<file path="src/verilog/rdma_pkg.sv">
// Engine field widths, word field positions, request/command/ack structs
// and the flow control state enum
package rdma_pkg;

  // Engine field widths
  localparam int OPCODE_BITS = 5;
  localparam int PID_BITS = 6;
  localparam int DEST_BITS = 4;
  localparam int STRM_BITS = 2;
  localparam int QPN_BITS = 24;
  localparam int OFFS_BITS = 4;
  localparam int VADDR_BITS = 48;
  localparam int WIRE_VADDR_BITS = 64;
  localparam int LEN_BITS = 28;
  localparam int WIRE_LEN_BITS = 32;

  // Bits below this carry only the opcode
  localparam int META_BASE = 32;
  localparam int N_OUTSTANDING = 8;

  localparam int SQ_WORD_BITS = 256;
  // Command fields end at bit 145, word padded to a 32-bit multiple
  localparam int CMD_WORD_BITS = 160;
  localparam int ACK_WORD_BITS = 64;

  localparam logic MODE_RAW = 1'b1;

  // QPN holds pid low, vfid above, zero on top
  localparam int QPN_PID_POS = META_BASE;
  localparam int QPN_VFID_POS = META_BASE + PID_BITS;
  localparam int META_END = META_BASE + QPN_BITS;

  // Send word
  localparam int SQ_HOST_POS = META_END;
  localparam int SQ_LAST_POS = SQ_HOST_POS + 1;
  localparam int SQ_OFFS_POS = SQ_LAST_POS + 1;
  localparam int SQ_LVADDR_POS = SQ_OFFS_POS + OFFS_BITS;
  localparam int SQ_RVADDR_POS = SQ_LVADDR_POS + WIRE_VADDR_BITS;
  localparam int SQ_LEN_POS = SQ_RVADDR_POS + WIRE_VADDR_BITS;

  // Memory command word
  localparam int CMD_LAST_POS = META_END;
  localparam int CMD_VADDR_POS = CMD_LAST_POS + 1;
  localparam int CMD_DEST_POS = CMD_VADDR_POS + VADDR_BITS;
  localparam int CMD_STRM_POS = CMD_DEST_POS + DEST_BITS;
  localparam int CMD_LEN_POS = CMD_STRM_POS + STRM_BITS;
  localparam int CMD_ACTV_POS = CMD_LEN_POS + LEN_BITS;
  localparam int CMD_HOST_POS = CMD_ACTV_POS + 1;
  localparam int CMD_OFFS_POS = CMD_HOST_POS + 1;

  // Ack word
  localparam int ACK_HOST_POS = META_END;
  localparam int ACK_DEST_POS = ACK_HOST_POS + 1;
  localparam int ACK_STRM_POS = ACK_DEST_POS + DEST_BITS;
  localparam int ACK_LAST_POS = ACK_STRM_POS + STRM_BITS;

  localparam int CREDIT_BITS = $clog2(N_OUTSTANDING + 1);

  typedef logic [OPCODE_BITS-1:0] opcode_t;
  typedef logic [PID_BITS-1:0] pid_t;
  typedef logic [DEST_BITS-1:0] vfid_t;
  typedef logic [DEST_BITS-1:0] dest_t;
  typedef logic [STRM_BITS-1:0] strm_t;
  typedef logic [OFFS_BITS-1:0] offs_t;
  typedef logic [VADDR_BITS-1:0] vaddr_t;
  typedef logic [LEN_BITS-1:0] len_t;

  typedef logic [SQ_WORD_BITS-1:0] sq_word_t;
  typedef logic [CMD_WORD_BITS-1:0] cmd_word_t;
  typedef logic [ACK_WORD_BITS-1:0] ack_word_t;

  typedef logic [CREDIT_BITS-1:0] credit_t;
  localparam credit_t CREDIT_FULL = credit_t'(N_OUTSTANDING);

  // User send queue request
  typedef struct packed {
    opcode_t opcode;
    pid_t pid;
    vfid_t vfid;
    logic host;
    logic last;
    offs_t offs;
    vaddr_t lvaddr;
    vaddr_t rvaddr;
    len_t len;
  } sq_req_t;

  // Memory read or write request from the engine
  typedef struct packed {
    opcode_t opcode;
    logic mode;
    logic rdma;
    logic remote;
    pid_t pid;
    vfid_t vfid;
    logic last;
    vaddr_t vaddr;
    dest_t dest;
    strm_t strm;
    len_t len;
    logic actv;
    logic host;
    offs_t offs;
  } mem_req_t;

  // Completion
  typedef struct packed {
    opcode_t opcode;
    logic remote;
    pid_t pid;
    vfid_t vfid;
    logic host;
    dest_t dest;
    strm_t strm;
    logic last;
  } ack_t;

  typedef enum logic [1:0] {
    FLOW_IDLE,
    FLOW_HOLD,
    FLOW_STALL
  } flow_state_e;

endpackage

</file>
<file path="src/verilog/rdma_flow_ctrl.sv">
// Send request holding register, outstanding credit counter
// and ack pass-through with credit return
`timescale 1ns/1ps

module rdma_flow_ctrl (
  input  logic              nclk,
  input  logic              arst_n,
  input  logic              sq_valid,
  output logic              sq_ready,
  input  rdma_pkg::sq_req_t sq_req,
  output logic              fc_sq_valid,
  input  logic              fc_sq_ready,
  output rdma_pkg::sq_req_t fc_sq_req,
  input  logic              unp_ack_valid,
  output logic              unp_ack_ready,
  input  rdma_pkg::ack_t    unp_ack,
  output logic              ack_valid,
  input  logic              ack_ready,
  output rdma_pkg::ack_t    ack
);

  import rdma_pkg::*;

  flow_state_e state;
  flow_state_e state_nxt;
  credit_t credit_cnt;
  credit_t credit_nxt;
  logic sq_fire;
  logic fc_fire;
  logic credit_take;
  logic credit_give;

  // Register full in HOLD only, STALL means empty with no credit left
  assign fc_sq_valid = (state == FLOW_HOLD);
  assign sq_ready = (state == FLOW_IDLE) ||
                    (state == FLOW_HOLD && fc_sq_ready && credit_cnt != CREDIT_FULL);

  assign sq_fire = sq_valid && sq_ready;
  assign fc_fire = fc_sq_valid && fc_sq_ready;

  // Acks go straight to the user
  assign ack_valid = unp_ack_valid;
  assign ack = unp_ack;
  assign unp_ack_ready = ack_ready;

  assign credit_take = sq_fire && sq_req.last;
  assign credit_give = ack_valid && ack_ready && ack.last;

  always_comb begin
    credit_nxt = credit_cnt;
    if (credit_take && !credit_give) begin
      credit_nxt = credit_cnt + credit_t'(1);
    end else if (credit_give && !credit_take && credit_cnt != '0) begin
      // Stray last acks with nothing outstanding are ignored
      credit_nxt = credit_cnt - credit_t'(1);
    end
  end

  always_comb begin
    if (sq_fire) begin
      state_nxt = FLOW_HOLD;
    end else if (state == FLOW_HOLD && !fc_fire) begin
      state_nxt = FLOW_HOLD;
    end else if (credit_nxt == CREDIT_FULL) begin
      state_nxt = FLOW_STALL;
    end else begin
      state_nxt = FLOW_IDLE;
    end
  end

  always_ff @(posedge nclk or negedge arst_n) begin
    if (!arst_n) begin
      state <= FLOW_IDLE;
      credit_cnt <= '0;
    end else begin
      state <= state_nxt;
      credit_cnt <= credit_nxt;
    end
  end

  always_ff @(posedge nclk) begin
    if (sq_fire) begin
      fc_sq_req <= sq_req;
    end
  end

endmodule

</file>
<file path="src/verilog/sq_packer.sv">
// Packs send requests into the engine metadata word, output registered
`timescale 1ns/1ps

module sq_packer (
  input  logic               nclk,
  input  logic               arst_n,
  input  logic               fc_sq_valid,
  output logic               fc_sq_ready,
  input  rdma_pkg::sq_req_t  fc_sq_req,
  output logic               stack_sq_valid,
  input  logic               stack_sq_ready,
  output rdma_pkg::sq_word_t stack_sq_word
);

  import rdma_pkg::*;

  sq_word_t sq_word_nxt;

  always_comb begin
    // Unused bits and QPN padding stay zero
    sq_word_nxt = '0;
    sq_word_nxt[0 +: OPCODE_BITS] = fc_sq_req.opcode;
    sq_word_nxt[QPN_PID_POS +: PID_BITS] = fc_sq_req.pid;
    sq_word_nxt[QPN_VFID_POS +: DEST_BITS] = fc_sq_req.vfid;
    sq_word_nxt[SQ_HOST_POS] = fc_sq_req.host;
    sq_word_nxt[SQ_LAST_POS] = fc_sq_req.last;
    sq_word_nxt[SQ_OFFS_POS +: OFFS_BITS] = fc_sq_req.offs;
    sq_word_nxt[SQ_LVADDR_POS +: WIRE_VADDR_BITS] = WIRE_VADDR_BITS'(fc_sq_req.lvaddr);
    sq_word_nxt[SQ_RVADDR_POS +: WIRE_VADDR_BITS] = WIRE_VADDR_BITS'(fc_sq_req.rvaddr);
    sq_word_nxt[SQ_LEN_POS +: WIRE_LEN_BITS] = WIRE_LEN_BITS'(fc_sq_req.len);
  end

  // Take a new request when empty or draining this cycle
  assign fc_sq_ready = !stack_sq_valid || stack_sq_ready;

  always_ff @(posedge nclk or negedge arst_n) begin
    if (!arst_n) begin
      stack_sq_valid <= 1'b0;
    end else if (fc_sq_valid && fc_sq_ready) begin
      stack_sq_valid <= 1'b1;
    end else if (stack_sq_ready) begin
      stack_sq_valid <= 1'b0;
    end
  end

  always_ff @(posedge nclk) begin
    if (fc_sq_valid && fc_sq_ready) begin
      stack_sq_word <= sq_word_nxt;
    end
  end

endmodule

</file>
<file path="src/verilog/ack_unpacker.sv">
// Input register and field split for engine acknowledgement words
`timescale 1ns/1ps

module ack_unpacker (
  input  logic                nclk,
  input  logic                arst_n,
  input  logic                stack_ack_valid,
  output logic                stack_ack_ready,
  input  rdma_pkg::ack_word_t stack_ack_word,
  output logic                unp_ack_valid,
  input  logic                unp_ack_ready,
  output rdma_pkg::ack_t      unp_ack
);

  import rdma_pkg::*;

  ack_word_t ack_word_q;

  assign stack_ack_ready = !unp_ack_valid || unp_ack_ready;

  always_ff @(posedge nclk or negedge arst_n) begin
    if (!arst_n) begin
      unp_ack_valid <= 1'b0;
    end else if (stack_ack_valid && stack_ack_ready) begin
      unp_ack_valid <= 1'b1;
    end else if (unp_ack_ready) begin
      unp_ack_valid <= 1'b0;
    end
  end

  always_ff @(posedge nclk) begin
    if (stack_ack_valid && stack_ack_ready) begin
      ack_word_q <= stack_ack_word;
    end
  end

  always_comb begin
    unp_ack.opcode = ack_word_q[0 +: OPCODE_BITS];
    // Acks from the engine always complete remote operations
    unp_ack.remote = 1'b1;
    unp_ack.pid = ack_word_q[QPN_PID_POS +: PID_BITS];
    unp_ack.vfid = ack_word_q[QPN_VFID_POS +: DEST_BITS];
    unp_ack.host = ack_word_q[ACK_HOST_POS];
    unp_ack.dest = ack_word_q[ACK_DEST_POS +: DEST_BITS];
    unp_ack.strm = ack_word_q[ACK_STRM_POS +: STRM_BITS];
    unp_ack.last = ack_word_q[ACK_LAST_POS];
  end

endmodule

</file>
<file path="src/verilog/mem_cmd_unpacker.sv">
// Input register and field split for one engine memory command stream
`timescale 1ns/1ps

module mem_cmd_unpacker (
  input  logic                nclk,
  input  logic                arst_n,
  input  logic                cmd_valid,
  output logic                cmd_ready,
  input  rdma_pkg::cmd_word_t cmd_word,
  output logic                req_valid,
  input  logic                req_ready,
  output rdma_pkg::mem_req_t  req
);

  import rdma_pkg::*;

  cmd_word_t cmd_word_q;

  assign cmd_ready = !req_valid || req_ready;

  always_ff @(posedge nclk or negedge arst_n) begin
    if (!arst_n) begin
      req_valid <= 1'b0;
    end else if (cmd_valid && cmd_ready) begin
      req_valid <= 1'b1;
    end else if (req_ready) begin
      req_valid <= 1'b0;
    end
  end

  always_ff @(posedge nclk) begin
    if (cmd_valid && cmd_ready) begin
      cmd_word_q <= cmd_word;
    end
  end

  always_comb begin
    req.opcode = cmd_word_q[0 +: OPCODE_BITS];
    // Fixed fields for engine-issued memory traffic
    req.mode = MODE_RAW;
    req.rdma = 1'b1;
    req.remote = 1'b0;
    req.pid = cmd_word_q[QPN_PID_POS +: PID_BITS];
    req.vfid = cmd_word_q[QPN_VFID_POS +: DEST_BITS];
    req.last = cmd_word_q[CMD_LAST_POS];
    req.vaddr = cmd_word_q[CMD_VADDR_POS +: VADDR_BITS];
    req.dest = cmd_word_q[CMD_DEST_POS +: DEST_BITS];
    req.strm = cmd_word_q[CMD_STRM_POS +: STRM_BITS];
    req.len = cmd_word_q[CMD_LEN_POS +: LEN_BITS];
    req.actv = cmd_word_q[CMD_ACTV_POS];
    req.host = cmd_word_q[CMD_HOST_POS];
    req.offs = cmd_word_q[CMD_OFFS_POS +: OFFS_BITS];
  end

endmodule

</file>
<file path="src/verilog/rdma_shim_top.sv">
// Command shim top level with flow control, send packer,
// ack unpacker and the read and write command unpackers
`timescale 1ns/1ps

module rdma_shim_top (
  input  logic                nclk,
  input  logic                arst_n,
  input  logic                sq_valid,
  output logic                sq_ready,
  input  rdma_pkg::sq_req_t   sq_req,
  output logic                stack_sq_valid,
  input  logic                stack_sq_ready,
  output rdma_pkg::sq_word_t  stack_sq_word,
  input  logic                stack_rd_cmd_valid,
  output logic                stack_rd_cmd_ready,
  input  rdma_pkg::cmd_word_t stack_rd_cmd_word,
  output logic                rd_req_valid,
  input  logic                rd_req_ready,
  output rdma_pkg::mem_req_t  rd_req,
  input  logic                stack_wr_cmd_valid,
  output logic                stack_wr_cmd_ready,
  input  rdma_pkg::cmd_word_t stack_wr_cmd_word,
  output logic                wr_req_valid,
  input  logic                wr_req_ready,
  output rdma_pkg::mem_req_t  wr_req,
  input  logic                stack_ack_valid,
  output logic                stack_ack_ready,
  input  rdma_pkg::ack_word_t stack_ack_word,
  output logic                ack_valid,
  input  logic                ack_ready,
  output rdma_pkg::ack_t      ack
);

  import rdma_pkg::*;

  // Flow control to packer
  logic fc_sq_valid;
  logic fc_sq_ready;
  sq_req_t fc_sq_req;

  // Unpacked acks into flow control
  logic unp_ack_valid;
  logic unp_ack_ready;
  ack_t unp_ack;

  rdma_flow_ctrl rdma_shim_flow_ctrl (
    .nclk          (nclk),
    .arst_n        (arst_n),
    .sq_valid      (sq_valid),
    .sq_ready      (sq_ready),
    .sq_req        (sq_req),
    .fc_sq_valid   (fc_sq_valid),
    .fc_sq_ready   (fc_sq_ready),
    .fc_sq_req     (fc_sq_req),
    .unp_ack_valid (unp_ack_valid),
    .unp_ack_ready (unp_ack_ready),
    .unp_ack       (unp_ack),
    .ack_valid     (ack_valid),
    .ack_ready     (ack_ready),
    .ack           (ack)
  );

  sq_packer sq_packer_inst (
    .nclk           (nclk),
    .arst_n         (arst_n),
    .fc_sq_valid    (fc_sq_valid),
    .fc_sq_ready    (fc_sq_ready),
    .fc_sq_req      (fc_sq_req),
    .stack_sq_valid (stack_sq_valid),
    .stack_sq_ready (stack_sq_ready),
    .stack_sq_word  (stack_sq_word)
  );

  ack_unpacker ack_unpacker_inst (
    .nclk            (nclk),
    .arst_n          (arst_n),
    .stack_ack_valid (stack_ack_valid),
    .stack_ack_ready (stack_ack_ready),
    .stack_ack_word  (stack_ack_word),
    .unp_ack_valid   (unp_ack_valid),
    .unp_ack_ready   (unp_ack_ready),
    .unp_ack         (unp_ack)
  );

  mem_cmd_unpacker rd_unpacker (
    .nclk      (nclk),
    .arst_n    (arst_n),
    .cmd_valid (stack_rd_cmd_valid),
    .cmd_ready (stack_rd_cmd_ready),
    .cmd_word  (stack_rd_cmd_word),
    .req_valid (rd_req_valid),
    .req_ready (rd_req_ready),
    .req       (rd_req)
  );

  mem_cmd_unpacker wr_unpacker (
    .nclk      (nclk),
    .arst_n    (arst_n),
    .cmd_valid (stack_wr_cmd_valid),
    .cmd_ready (stack_wr_cmd_ready),
    .cmd_word  (stack_wr_cmd_word),
    .req_valid (wr_req_valid),
    .req_ready (wr_req_ready),
    .req       (wr_req)
  );

endmodule

</file>
<file path="config.mk">
export PLATFORM = sky130hd
export DESIGN_NAME = rdma_shim_top
export DESIGN_NICKNAME = d
export VERILOG_FILES = /design/src/verilog/rdma_pkg.sv /design/src/verilog/rdma_flow_ctrl.sv /design/src/verilog/sq_packer.sv /design/src/verilog/ack_unpacker.sv /design/src/verilog/mem_cmd_unpacker.sv /design/src/verilog/rdma_shim_top.sv
export SDC_FILE = /design/constraint.sdc
export NUM_CORES = 1
export LEC_CHECK = 0
export BUFFER_PORTS_ARGS = -buffer_cell sky130_fd_sc_hd__buf_2
export CORE_AREA = 2 2 410 412
export CTS_CLUSTER_DIAMETER = 80
export CTS_CLUSTER_SIZE = 30
export DETAILED_ROUTE_END_ITERATION = 8
export DIE_AREA = 0 0 412 414
export PLACE_DENSITY_LB_ADDON = 0.1
export SLEW_MARGIN = 10
export SYNTH_ARGS = -nofsm -noshare
export SYNTH_HDL_FRONTEND = slang
export SYNTH_SLANG_ARGS = --single-unit
</file>
<file path="constraint.sdc">
create_clock -name nclk -period 9.7 [get_ports nclk]
set_input_delay 2.425 -clock nclk [delete_from_list [all_inputs] [get_ports nclk]]
set_output_delay 2.425 -clock nclk [all_outputs]
set_load 0.02 [all_outputs]
</file>
**Word-level counts from Yosys, hierarchy flattened**

Cells that the tools add are included.

- Bits in registers: 654
- Input bits: 539
- Output and inout port bits: 502
- Logic and storage cells: 68

- Add/sub/neg operators: 2
- Muxes and demuxes: 13
- Reductions and logical operators: 31
- Equality and inequality tests: 3

Operators by type and width:

| cell | number |
|---|---|
| $logic_and A1 B1 Y1 | 13 |
| $mux W1 | 8 |
| $mux W4 | 2 |
| $reduce_bool A2 Y1 | 4 |
| $logic_not A1 Y1 | 7 |
| $mux W2 | 3 |
| $logic_or A1 B1 Y1 | 5 |
| $add A4 B1 Y4 const B | 1 |
| $eq A4 B4 Y1 const B | 1 |
| $ne A4 B4 Y1 const B | 1 |
| $reduce_bool A4 Y1 | 1 |
| $sub A4 B1 Y4 const B | 1 |
| $eq A2 B1 Y1 const B | 1 |
| $logic_not A2 Y1 | 1 |

**Longest topological paths before layout**

Gate-level depths: netlist of run 1.

- Depth after elaboration: 16
- Gate-level depth with buffers: 8
- Depth with buffers taken out: 8

**Hierarchy**

From an unflattened synthesis of run 1, not the netlist that was laid out.

- Cells, all modules: 737
- Area, all modules: 17,434.2 µm²

By module, submodules not included:

| module | instances | cells an instance | area an instance (µm²) | seq. area each (µm²) |
|---|---|---|---|---|
| mem_cmd_unpacker | 2 | 113 | 3,206.8 | 3,148.0 |
| sq_packer | 1 | 261 | 5,245.0 | 4,379.2 |
| rdma_flow_ctrl | 1 | 221 | 5,019.8 | 4,504.3 |
| ack_unpacker | 1 | 29 | 755.7 | 715.7 |

**Least setup slack after synthesis of run 1**

Ideal clock, no wire load.

- Kind: input-to-reg
- Start: input port stack_sq_ready
- End: register sq_packer_inst.stack_sq_word[0] (enable)
- Setup time: 0.651 ns
- Buffers on the path: 0
- Setup slack: 0.537 ns
- Stages: 2
- Data arrival time: 8.512 ns
- Cells stage by stage: nor2b_1 -> nor2_1

- Word-level cells in the longest chain between the ends: 2

RTL lines:

| what | line | source |
|---|---|---|
| start, declared | rdma_shim_top.sv:12 | `input logic stack_sq_ready,` |
| $logic_or A1 B1 Y1 | sq_packer.sv:34 | `assign fc_sq_ready = !stack_sq_valid \|\| stack_sq_ready;` |
| $logic_and A1 B1 Y1 | - |  |
| named net rdma_shim_flow_ctrl.fc_fire | rdma_flow_ctrl.sv:29 | `logic fc_fire;` |
| end signal, assigned | sq_packer.sv:48 | `stack_sq_word <= sq_word_nxt;` |
| end, declared | sq_packer.sv:12 | `output rdma_pkg::sq_word_t stack_sq_word` |

The timed path passes the listed nets, and every way through them passes these cells.
A chain may end at the register's enable or synchronous reset.

**Worst setup path after layout of run 1**

- Start: input port stack_sq_ready
- End: output port sq_ready

- Word-level cells in the longest chain between the ends: 4

RTL lines:

| what | line | source |
|---|---|---|
| $logic_or A1 B1 Y1 | sq_packer.sv:34 |  |
| $logic_and A1 B1 Y1 (2 in series) | rdma_flow_ctrl.sv:36 | `(state == FLOW_HOLD && fc_sq_ready && credit_cnt != CREDIT_FULL);` |
| $logic_or A1 B1 Y1 | rdma_flow_ctrl.sv:35 | `assign sq_ready = (state == FLOW_IDLE) \|\|` |
| end, declared | rdma_shim_top.sv:9 | `output logic sq_ready,` |

No other way between the ends.

==> impl_summary.md, run 1 <==
Outcome
The run finished, with violations left. The checks that failed: design-rule violations.

Critical path
The total buffers and inverters traversed by the critical path is 3. In this run the critical register-to-register path is captured at rdma_shim_flow_ctrl.fc_sq_req[73]. The launch point of the worst reg-to-reg path is rdma_shim_flow_ctrl.credit_cnt[0]. The kind of cell adding the most delay to the critical path is buffers and inverters.

By instance count, the cell type seen most on the critical path is sky130_fd_sc_hd__buf_2. STA classifies the critical path startpoint as a primary input. Traced cell by cell, the critical path runs through buf_2 -> or2b_1 -> a31oi_4 -> inv_1 -> buf_2. Along the worst path, the maximum fanout reaches 4. The critical path is of the in -> out type. Data arrives at the worst endpoint at 3.29 ns. Data on the critical path is required at its endpoint by 7.28 ns. The endpoint class of the critical path is a primary output. In this design, the stage delay of the slowest critical-path cell is 0.27 ns. The number of cells traversed by the worst register-to-register path is 6. The total number of cells along the worst setup path is 5. The worst register-to-register path has a setup slack of 6.65 ns. The highest-delay cell along the critical path is sky130_fd_sc_hd__or2b_1.

Detailed routing
The routed via count divided by cell count is 2.508. The sum of routed wire length over all layers is 64.11 mm. For this run, the detailed router's first-pass iteration total came to 6. The number of violations reported at the end of detailed-routing iteration 0 is 353. The detail route stage leaves a number of antenna-violating nets equal to 0. The total number of vias is 9466.

The final routed DRC violation total is 2. After detailed routing, the average wire length per cell comes to 16.98 microns.

Clock network
In this run the deepest clock path goes through 3 buffers. The root buffer cell is sky130_fd_sc_hd__clkbuf_16. Counting every sink on the clock net gives 531.

Clock-pin slew was measured on the worst setup and hold paths at 0.08 ns. TritonCTS built the clock tree. Buffers inserted during clock tree synthesis total 51. Buffers inserted to repair hold after CTS numbered 0. The number of instances resized during post-cts repair is 0. At the later pin of the worst-skew pair, clock insertion delay measures 0.65 ns. The H-tree was split into 2 levels. After clock tree synthesis, the setup repair step added 0 buffers.

STA
On the final layout, the worst clock skew is 0.02113 ns. The final number of hold-violating endpoints is 0. The minimum clock period after layout is 5.720 ns. The transition at the pin with the smallest max-transition slack is 1.044 ns. Setup repair after global routing left no endpoint under its margin. The part of the cycle the worst path needs is 0.5897. The total count of max-transition violations in the final report is 0. The setup-violating endpoint count in the final report is 0.

The final total negative setup slack is 0 ns. The top achievable clock speed is 174.8 MHz. The worst slew margin relative to its limit is 0.3038. The tightest hold margin is 0.4086 ns. The worst path setup slack after routing is 3.980 ns.

Floorplan
The number of core rows is 150. The initial utilization of the core area, before any placement, comes to 0.1032. The die is 412 microns wide.

The die boundary height is 414 microns. The number of primary I/O pins is 1041. The standard cell core area is 166300 sq um. The floorplan step defined a die boundary enclosing 170600 sq um.

Synthesis
During synthesis, Yosys emitted a total of 0 warnings. The cell count after synthesis came out at 702. After synthesis the netlist holds a flip-flop and latch count of 531.

Averaged over all synthesized cells, the footprint is 24.45 sq um. The portion of the post-synthesis area used by sequential elements is 0.9262. The count of cell types in the netlist is 33. After synthesis the cells add up to 17160 sq um.

GRT
The first global-routing pass estimated 85.60 mm of wire. The initial antenna violation count came to 31. The remaining global-route overflow is 0. The number of global-route vias before repair is 10132. Across every metal layer, demand over resource in global routing totals 0.07204.

Entering global routing, the biggest net connects 146 pins.

Final layout
Compared with the post-synthesis result, the final layout area differs by 47.33%. The area occupied by multi-input gates is 815.8 sq um. Registers take 15900 sq um. The finished cells cover 25280 sq um. The leading cell type in the layout, fill and taps excluded is sky130_fd_sc_hd__buf_2.

The total number of nets in the final design is 2068. The library cells used most frequently in the layout, excluding fill and tap cells, are sky130_fd_sc_hd__buf_2, sky130_fd_sc_hd__edfxtp_1, sky130_fd_sc_hd__conb_1. The filler cells instantiated in the layout total 18561. Of the cells placed in the final design, the portion with a size suffix greater than 1 is 0.5580.

Power and ir drop
The maximum VDD drop is 0.1541 mV. Of the total power, combinational logic draws 0.131. For this design the static power due to leakage is 0.009599 uW. The overall power consumption is 5986 uW. In this run the power spent charging and discharging nets is 1746 uW.

For this design the ratio of total power to cell area is 236.8 nW/um^2. The fraction of power spent switching nets is 0.2916. The internal power of the cells totals 4241 uW. The clock share of power is 0.379. The share of total power dissipated in sequential elements is 0.490.

Min path
The path type of the worst min-delay path is reg -> reg. For hold timing, the worst endpoint is sq_packer_inst.stack_sq_word[95]. The cell count of the worst hold path is 0. The startpoint identified for the worst hold timing path is rdma_shim_flow_ctrl.fc_sq_req[109].

Place
The count of buffers inserted at the top-level ports is 769. The placed standard-cell area is 23390 sq um. The last weighted congestion value of the routability-driven placer is 0.7080. Prior to clock tree synthesis, the placed netlist has a worst setup slack of 3.953 ns. The total half-perimeter wirelength after legalization and detailed placement is 49.47 mm.

Run
The max-capacitance violation count is 0.
synthesized netlist by cell type:
| master | number | area, sq um |
|---|---|---|
| sky130_fd_sc_hd__dfrtp_1 | 10 | 250.2 |
| sky130_fd_sc_hd__nand3b_4 | 1 | 20.02 |
| sky130_fd_sc_hd__nor2b_1 | 2 | 12.51 |
| sky130_fd_sc_hd__nor3_1 | 1 | 5.000 |
| sky130_fd_sc_hd__a22oi_1 | 2 | 15.01 |
| sky130_fd_sc_hd__a22oi_2 | 1 | 12.51 |
| sky130_fd_sc_hd__o21ai_0 | 1 | 5.000 |
| sky130_fd_sc_hd__nor2_1 | 4 | 15.01 |
| sky130_fd_sc_hd__buf_4 | 118 | 885.9 |
| sky130_fd_sc_hd__or3_1 | 1 | 6.260 |
| sky130_fd_sc_hd__nor3_4 | 1 | 16.27 |
| sky130_fd_sc_hd__a21oi_2 | 1 | 8.760 |
| sky130_fd_sc_hd__and3_1 | 2 | 12.51 |
| sky130_fd_sc_hd__nand3_1 | 1 | 5.000 |
| sky130_fd_sc_hd__nand2b_1 | 8 | 50.05 |
| sky130_fd_sc_hd__nor4_2 | 1 | 12.51 |
| sky130_fd_sc_hd__a31oi_4 | 1 | 21.27 |
| sky130_fd_sc_hd__conb_1 | 2 | 7.510 |
| sky130_fd_sc_hd__or2b_1 | 1 | 7.510 |
| sky130_fd_sc_hd__o31ai_1 | 1 | 7.510 |
| sky130_fd_sc_hd__nor4_1 | 1 | 6.260 |
| sky130_fd_sc_hd__edfxtp_1 | 521 | 15650 |
| sky130_fd_sc_hd__nor2b_2 | 1 | 8.760 |
| sky130_fd_sc_hd__and2_1 | 4 | 25.02 |
| sky130_fd_sc_hd__nand2_1 | 2 | 7.510 |
| sky130_fd_sc_hd__inv_1 | 4 | 15.01 |
| sky130_fd_sc_hd__xnor2_1 | 1 | 8.760 |
| sky130_fd_sc_hd__a21o_1 | 1 | 7.510 |
| sky130_fd_sc_hd__ha_1 | 2 | 25.02 |
| sky130_fd_sc_hd__and2b_1 | 1 | 7.510 |
| sky130_fd_sc_hd__o21ai_1 | 2 | 10.01 |
| sky130_fd_sc_hd__xor2_1 | 1 | 8.760 |
| sky130_fd_sc_hd__mux2i_1 | 1 | 10.01 |
cell families (layout without fill, tap and decap cells):
kind of cell	after synthesis	in the layout	share of synthesized area
adder cells (fa/ha/maj)	2	2	0.001458
AO/OA/AOI/OAI	10	10	0.005103
buffers and inverters	122	872	0.05249
flip-flops	531	531	0.9262
other	2	121	0.0004376
AND/OR/NAND/NOR	32	32	0.01269
XOR/XNOR	2	2	0.001021
multiplexers	1	1	0.0005833
through the flow:
step | utilization | instances
finish | 0.1521 | 3775
global route | 0.1520 | 3774
global placement | 0.1407 | 3678
detailed placement | 0.1407 | 3678
floorplan | - | 818
CTS | 0.1520 | 3772
power groups by stage:
stage	clock (uW)	sequential (uW)	combinational [uW]
2_1_floorplan	0	3240	225
3_3_place_gp	0	2990	816
3_5_place_dp	0	2990	817
4_1_cts	2400	2940	817
5_1_grt	2470	2970	844
6_report	2270	2930	781
sequential cells by signal (all words and copies together), names as in the netlist:
register,cells
rdma_shim_flow_ctrl.state,2
rdma_shim_flow_ctrl.fc_sq_req,145
rd_unpacker.req_valid,1
sq_packer_inst.stack_sq_valid,1
wr_unpacker.cmd_word_q,104
ack_unpacker_inst.ack_word_q,23
rd_unpacker.cmd_word_q,104
rdma_shim_flow_ctrl.credit_cnt,4
wr_unpacker.req_valid,1
ack_unpacker_inst.unp_ack_valid,1
sq_packer_inst.stack_sq_word,145
layer usage:
metal	wire, microns	vias to the layer above	GRT usage
li1	-	4141	-
met1	24190	4633	0.07930
met2	30390	571	0.1186
met3	7455	101	0.03653
met4	1921	20	0.02536
met5	147	-	0
area by class of cell:
class	count	share of cell area
Sequential cell	531	0.6287
Clock inverter	40	0.02182
Tap cell	2204	0.1091
Inverter	4	0.0005938
Multi-Input combinational cell	165	0.03226
Timing Repair Buffer	774	0.1547
Antenna cell	3	0.0002969
Clock buffer	54	0.05260
worst max path at each step:
stage / from / slack [ns] / end
after floorplan: stack_sq_ready / 0.54 / sq_packer_inst.stack_sq_word[0]
after global placement: stack_sq_ready / 3.95 / sq_ready
after detailed placement: stack_sq_ready / 3.95 / sq_ready
after CTS: stack_sq_ready / 3.95 / sq_ready
after global routing: stack_sq_ready / 3.91 / sq_ready
final: stack_sq_ready / 3.98 / sq_ready
No activity file was read; power rests on OpenSTA's default activity.
==> inputs of run 2 (changes only) <==
Settings changed: CORE_AREA 2 2 410 412 to 2 2 405 407, DIE_AREA 0 0 412 414 to 0 0 407 409.
Clock period 9.7 ns to 5 ns, I/O delays scaled along.
==> run 2 against run 1 <==
Net effect: the flow now finishes without violations; non-clock buffer count increased by 10; cell area unchanged; via count rose by 0.26%; clock power up 86%; combinational power is 100% higher; global-route usage up 0.30 points; total power rose by 92%; final cell count fell by 0.64%; routed wire length is 2.4% higher; register-to-register slack got worse by 4.1 ns.
==> impl_summary.md, run 2 (synthesized netlist as in run 1, its figures left out) <==
STA
Across the routed clock network, the largest skew measured is 0.03558 ns. The minimum clock period after layout is 3.349 ns. The total count of max-transition violations in the final report came to 0. In the finished design, the share of the clock period the worst path needs comes to 0.6697. The final number of hold-violating endpoints is 0. The worst pin sits at a relative slew slack of 0.3174. At the pin with the least slew margin, the transition time is 1.021 ns. The final total negative setup slack is 0 ns. Setup repair after global routing left no endpoint under its margin. For this run, the top clock speed supported by timing is 298.6 MHz. The setup-violating endpoint count in the final report is 0. The tightest hold path in the finished design has a slack of 0.4020 ns.

Detailed routing
Before antenna repair, the detailed router went through 4 iterations. The sum of routed wire length over all layers is 65.65 mm. Dividing the detail-routed wire length by the instance count gives 17.50 microns. The total number of vias is 9491. The routed via count divided by cell count is 2.530. After the first detailed-routing iteration, the DRC count stood at 347. The final routed DRC violation total is 0. In this run the remaining antenna-violating nets after routing total 0.

Power and ir drop
The part of the power in combinational logic is 0.137. The clock share of power is 0.368. The share of total power dissipated in sequential elements is 0.495.

In this run the static leakage power is 0.009609 uW. The switching power of the nets is 3388 uW. Internal power comes to 8115 uW. Of the total power, the share spent switching nets is 0.2945. VDD sags by at most 0.2129 mV. The total power divided by cell area is 454.9 nW/um^2.

Clock network
After clock tree synthesis, the clock-pin slew on the worst setup and hold paths is 0.09 ns. The CTS buffer count is 48. Post-CTS repair changed the size of 0 cells. The number of setup buffers added after CTS is 0. The later-pin clock latency in the skew report is 0.66 ns. The clock sink total is 531. The TritonCTS clock tree is built. In this run, post-CTS hold repair placed 0 buffers. The buffer levels on the longest clock path is 3. CTS built an H-tree with a depth of 2. In this run the clock root is driven by a sky130_fd_sc_hd__clkbuf_16.

Critical path
For this run, the slowest stage of the critical path takes 0.26 ns. The highest-delay cell along the critical path is sky130_fd_sc_hd__or2b_1. The worst setup path is of the in -> out kind. The register-to-register path setup slack is 2.55 ns.

The startpoint class of the critical path is a primary input. Of all nets on the critical path, the largest fanout is 4. For the worst flop-to-flop path, the logic depth is 6. Walking the worst path, the cells encountered are buf_2 -> or2b_1 -> a31oi_4 -> inv_1 -> buf_2. The data arrival at the endpoint of the critical path is 2.10 ns. The data required time of the worst path is 3.75 ns. The total number of cells along the worst setup path is 5. The endpoint class of the critical path is a primary output.

The kind of cell adding the most delay to the critical path is buffers and inverters. The dominant cell type by count on the critical path is sky130_fd_sc_hd__buf_2. The total buffers and inverters traversed by the critical path is 3.

Min path
The path type of the worst min-delay path is reg -> reg. The cell count of the worst hold path is 0.

GRT
The pin count of the biggest net entering global routing is 71. The overall global routing resource usage is 0.07504. The first global-routing pass estimated 86.71 mm of wire. Global routing finished with a remaining overflow of 0.

The number of global-route vias before repair is 10271. The initial antenna violation count was 46.

Floorplan
The standard cell core area is 162000 sq um. Measured along the y axis, the die boundary spans 409 microns. The floorplan has 148 rows. Pin placement for this block handled 1041 I/O pins. For this configuration, the core starts out at a cell density of 0.1059. The die footprint is 166500 sq um.

From left edge to right edge, the die measures 407 microns.

Final layout
Compared with the post-synthesis result, the final layout area differs by 47.33%. The layout filler cell count is 17884. The top cell types in the final layout, fill and taps aside, are sky130_fd_sc_hd__buf_2, sky130_fd_sc_hd__edfxtp_1, sky130_fd_sc_hd__conb_1.

In the final layout, the registers with the most flip-flops are rdma_shim_flow_ctrl.fc_sq_req x145, sq_packer_inst.stack_sq_word x145. The total number of nets in the final design is 2075. Of the cells placed in the final design, the portion with a size suffix greater than 1 is 0.5595.

The library cell used most frequently in the layout, excluding fill and tap cells, is sky130_fd_sc_hd__buf_2. For this run, the share of the core covered by cells in the final layout is 0.1560.

Place
The count of buffers added on input and output ports is 769. The last weighted congestion value of the routability-driven placer is 0.7538. The total half-perimeter wirelength after legalization and detailed placement is 51.99 mm.

Run
Across the run, the number of max-cap violations was 0.

Outcome
The run finished with clean final reports.
## run 2: area by class of cell
class                      instances  area, sq um  area share
antenna                            5        12.51   0.0004949
clock buffer                      51         1234     0.04879
clock inverter                    36        554.3     0.02192
inverter                           4        15.01   0.0005938
multi-input combinational        165        815.8     0.03226
sequential                       531        15900      0.6287
tap                             2175         2721      0.1076
timing repair buffer             784         4036      0.1596
## run 2: worst reg2reg max path, stage by stage, from the launching register on
cell                       delay [ns]
sky130_fd_sc_hd__dfrtp_1         0.44
sky130_fd_sc_hd__inv_1           0.07
sky130_fd_sc_hd__ha_1            0.27
sky130_fd_sc_hd__nand3b_4        0.12
sky130_fd_sc_hd__a31oi_4         0.12
sky130_fd_sc_hd__and2b_4         0.63
sky130_fd_sc_hd__buf_12          0.40
## run 2: layer usage
metal  up-vias  share of wire  GRT usage
met5         -         0.0056          0
met4        56          0.036    0.02771
met3       147           0.14    0.04702
met2       579           0.49     0.1285
met1      4565           0.33    0.07239
li1       4144              -          -
## run 2: metrics by stage
stage	setup slack [ns]	power (uW)	cells	cell area [sq um]
detailed placement	1.650	7452	3659	23480
floorplan	0.5710	6667	818	17610
global placement	1.647	7455	3659	23480
CTS	1.618	11850	3746	25270
finish	1.651	11500	3751	25280
global route	1.567	12090	3751	25280
## run 2: power groups by stage
| stage | logic (uW) | clock network [uW] | registers (uW) |
|---|---|---|---|
| global placement | 1650 | 0 | 5810 |
| global route | 1710 | 4630 | 5760 |
| finish | 1580 | 4230 | 5690 |
| detailed placement | 1640 | 0 | 5810 |
| CTS | 1640 | 4500 | 5710 |
| floorplan | 441 | 0 | 6230 |
## run 2: final timing paths
| check | startpoint | to |
|---|---|---|
| worst min register to register | rdma_shim_flow_ctrl.fc_sq_req[82] | sq_packer_inst.stack_sq_word[68] |
| max in group asynchronous | arst_n | rdma_shim_flow_ctrl.credit_cnt[0] |
| min in group asynchronous | arst_n | rd_unpacker.req_valid |
| worst max register to register | rdma_shim_flow_ctrl.credit_cnt[0] | rdma_shim_flow_ctrl.fc_sq_req[83] |
| worst max-delay path | stack_sq_ready | sq_ready |
| worst min-delay path | rdma_shim_flow_ctrl.fc_sq_req[82] | sq_packer_inst.stack_sq_word[68] |
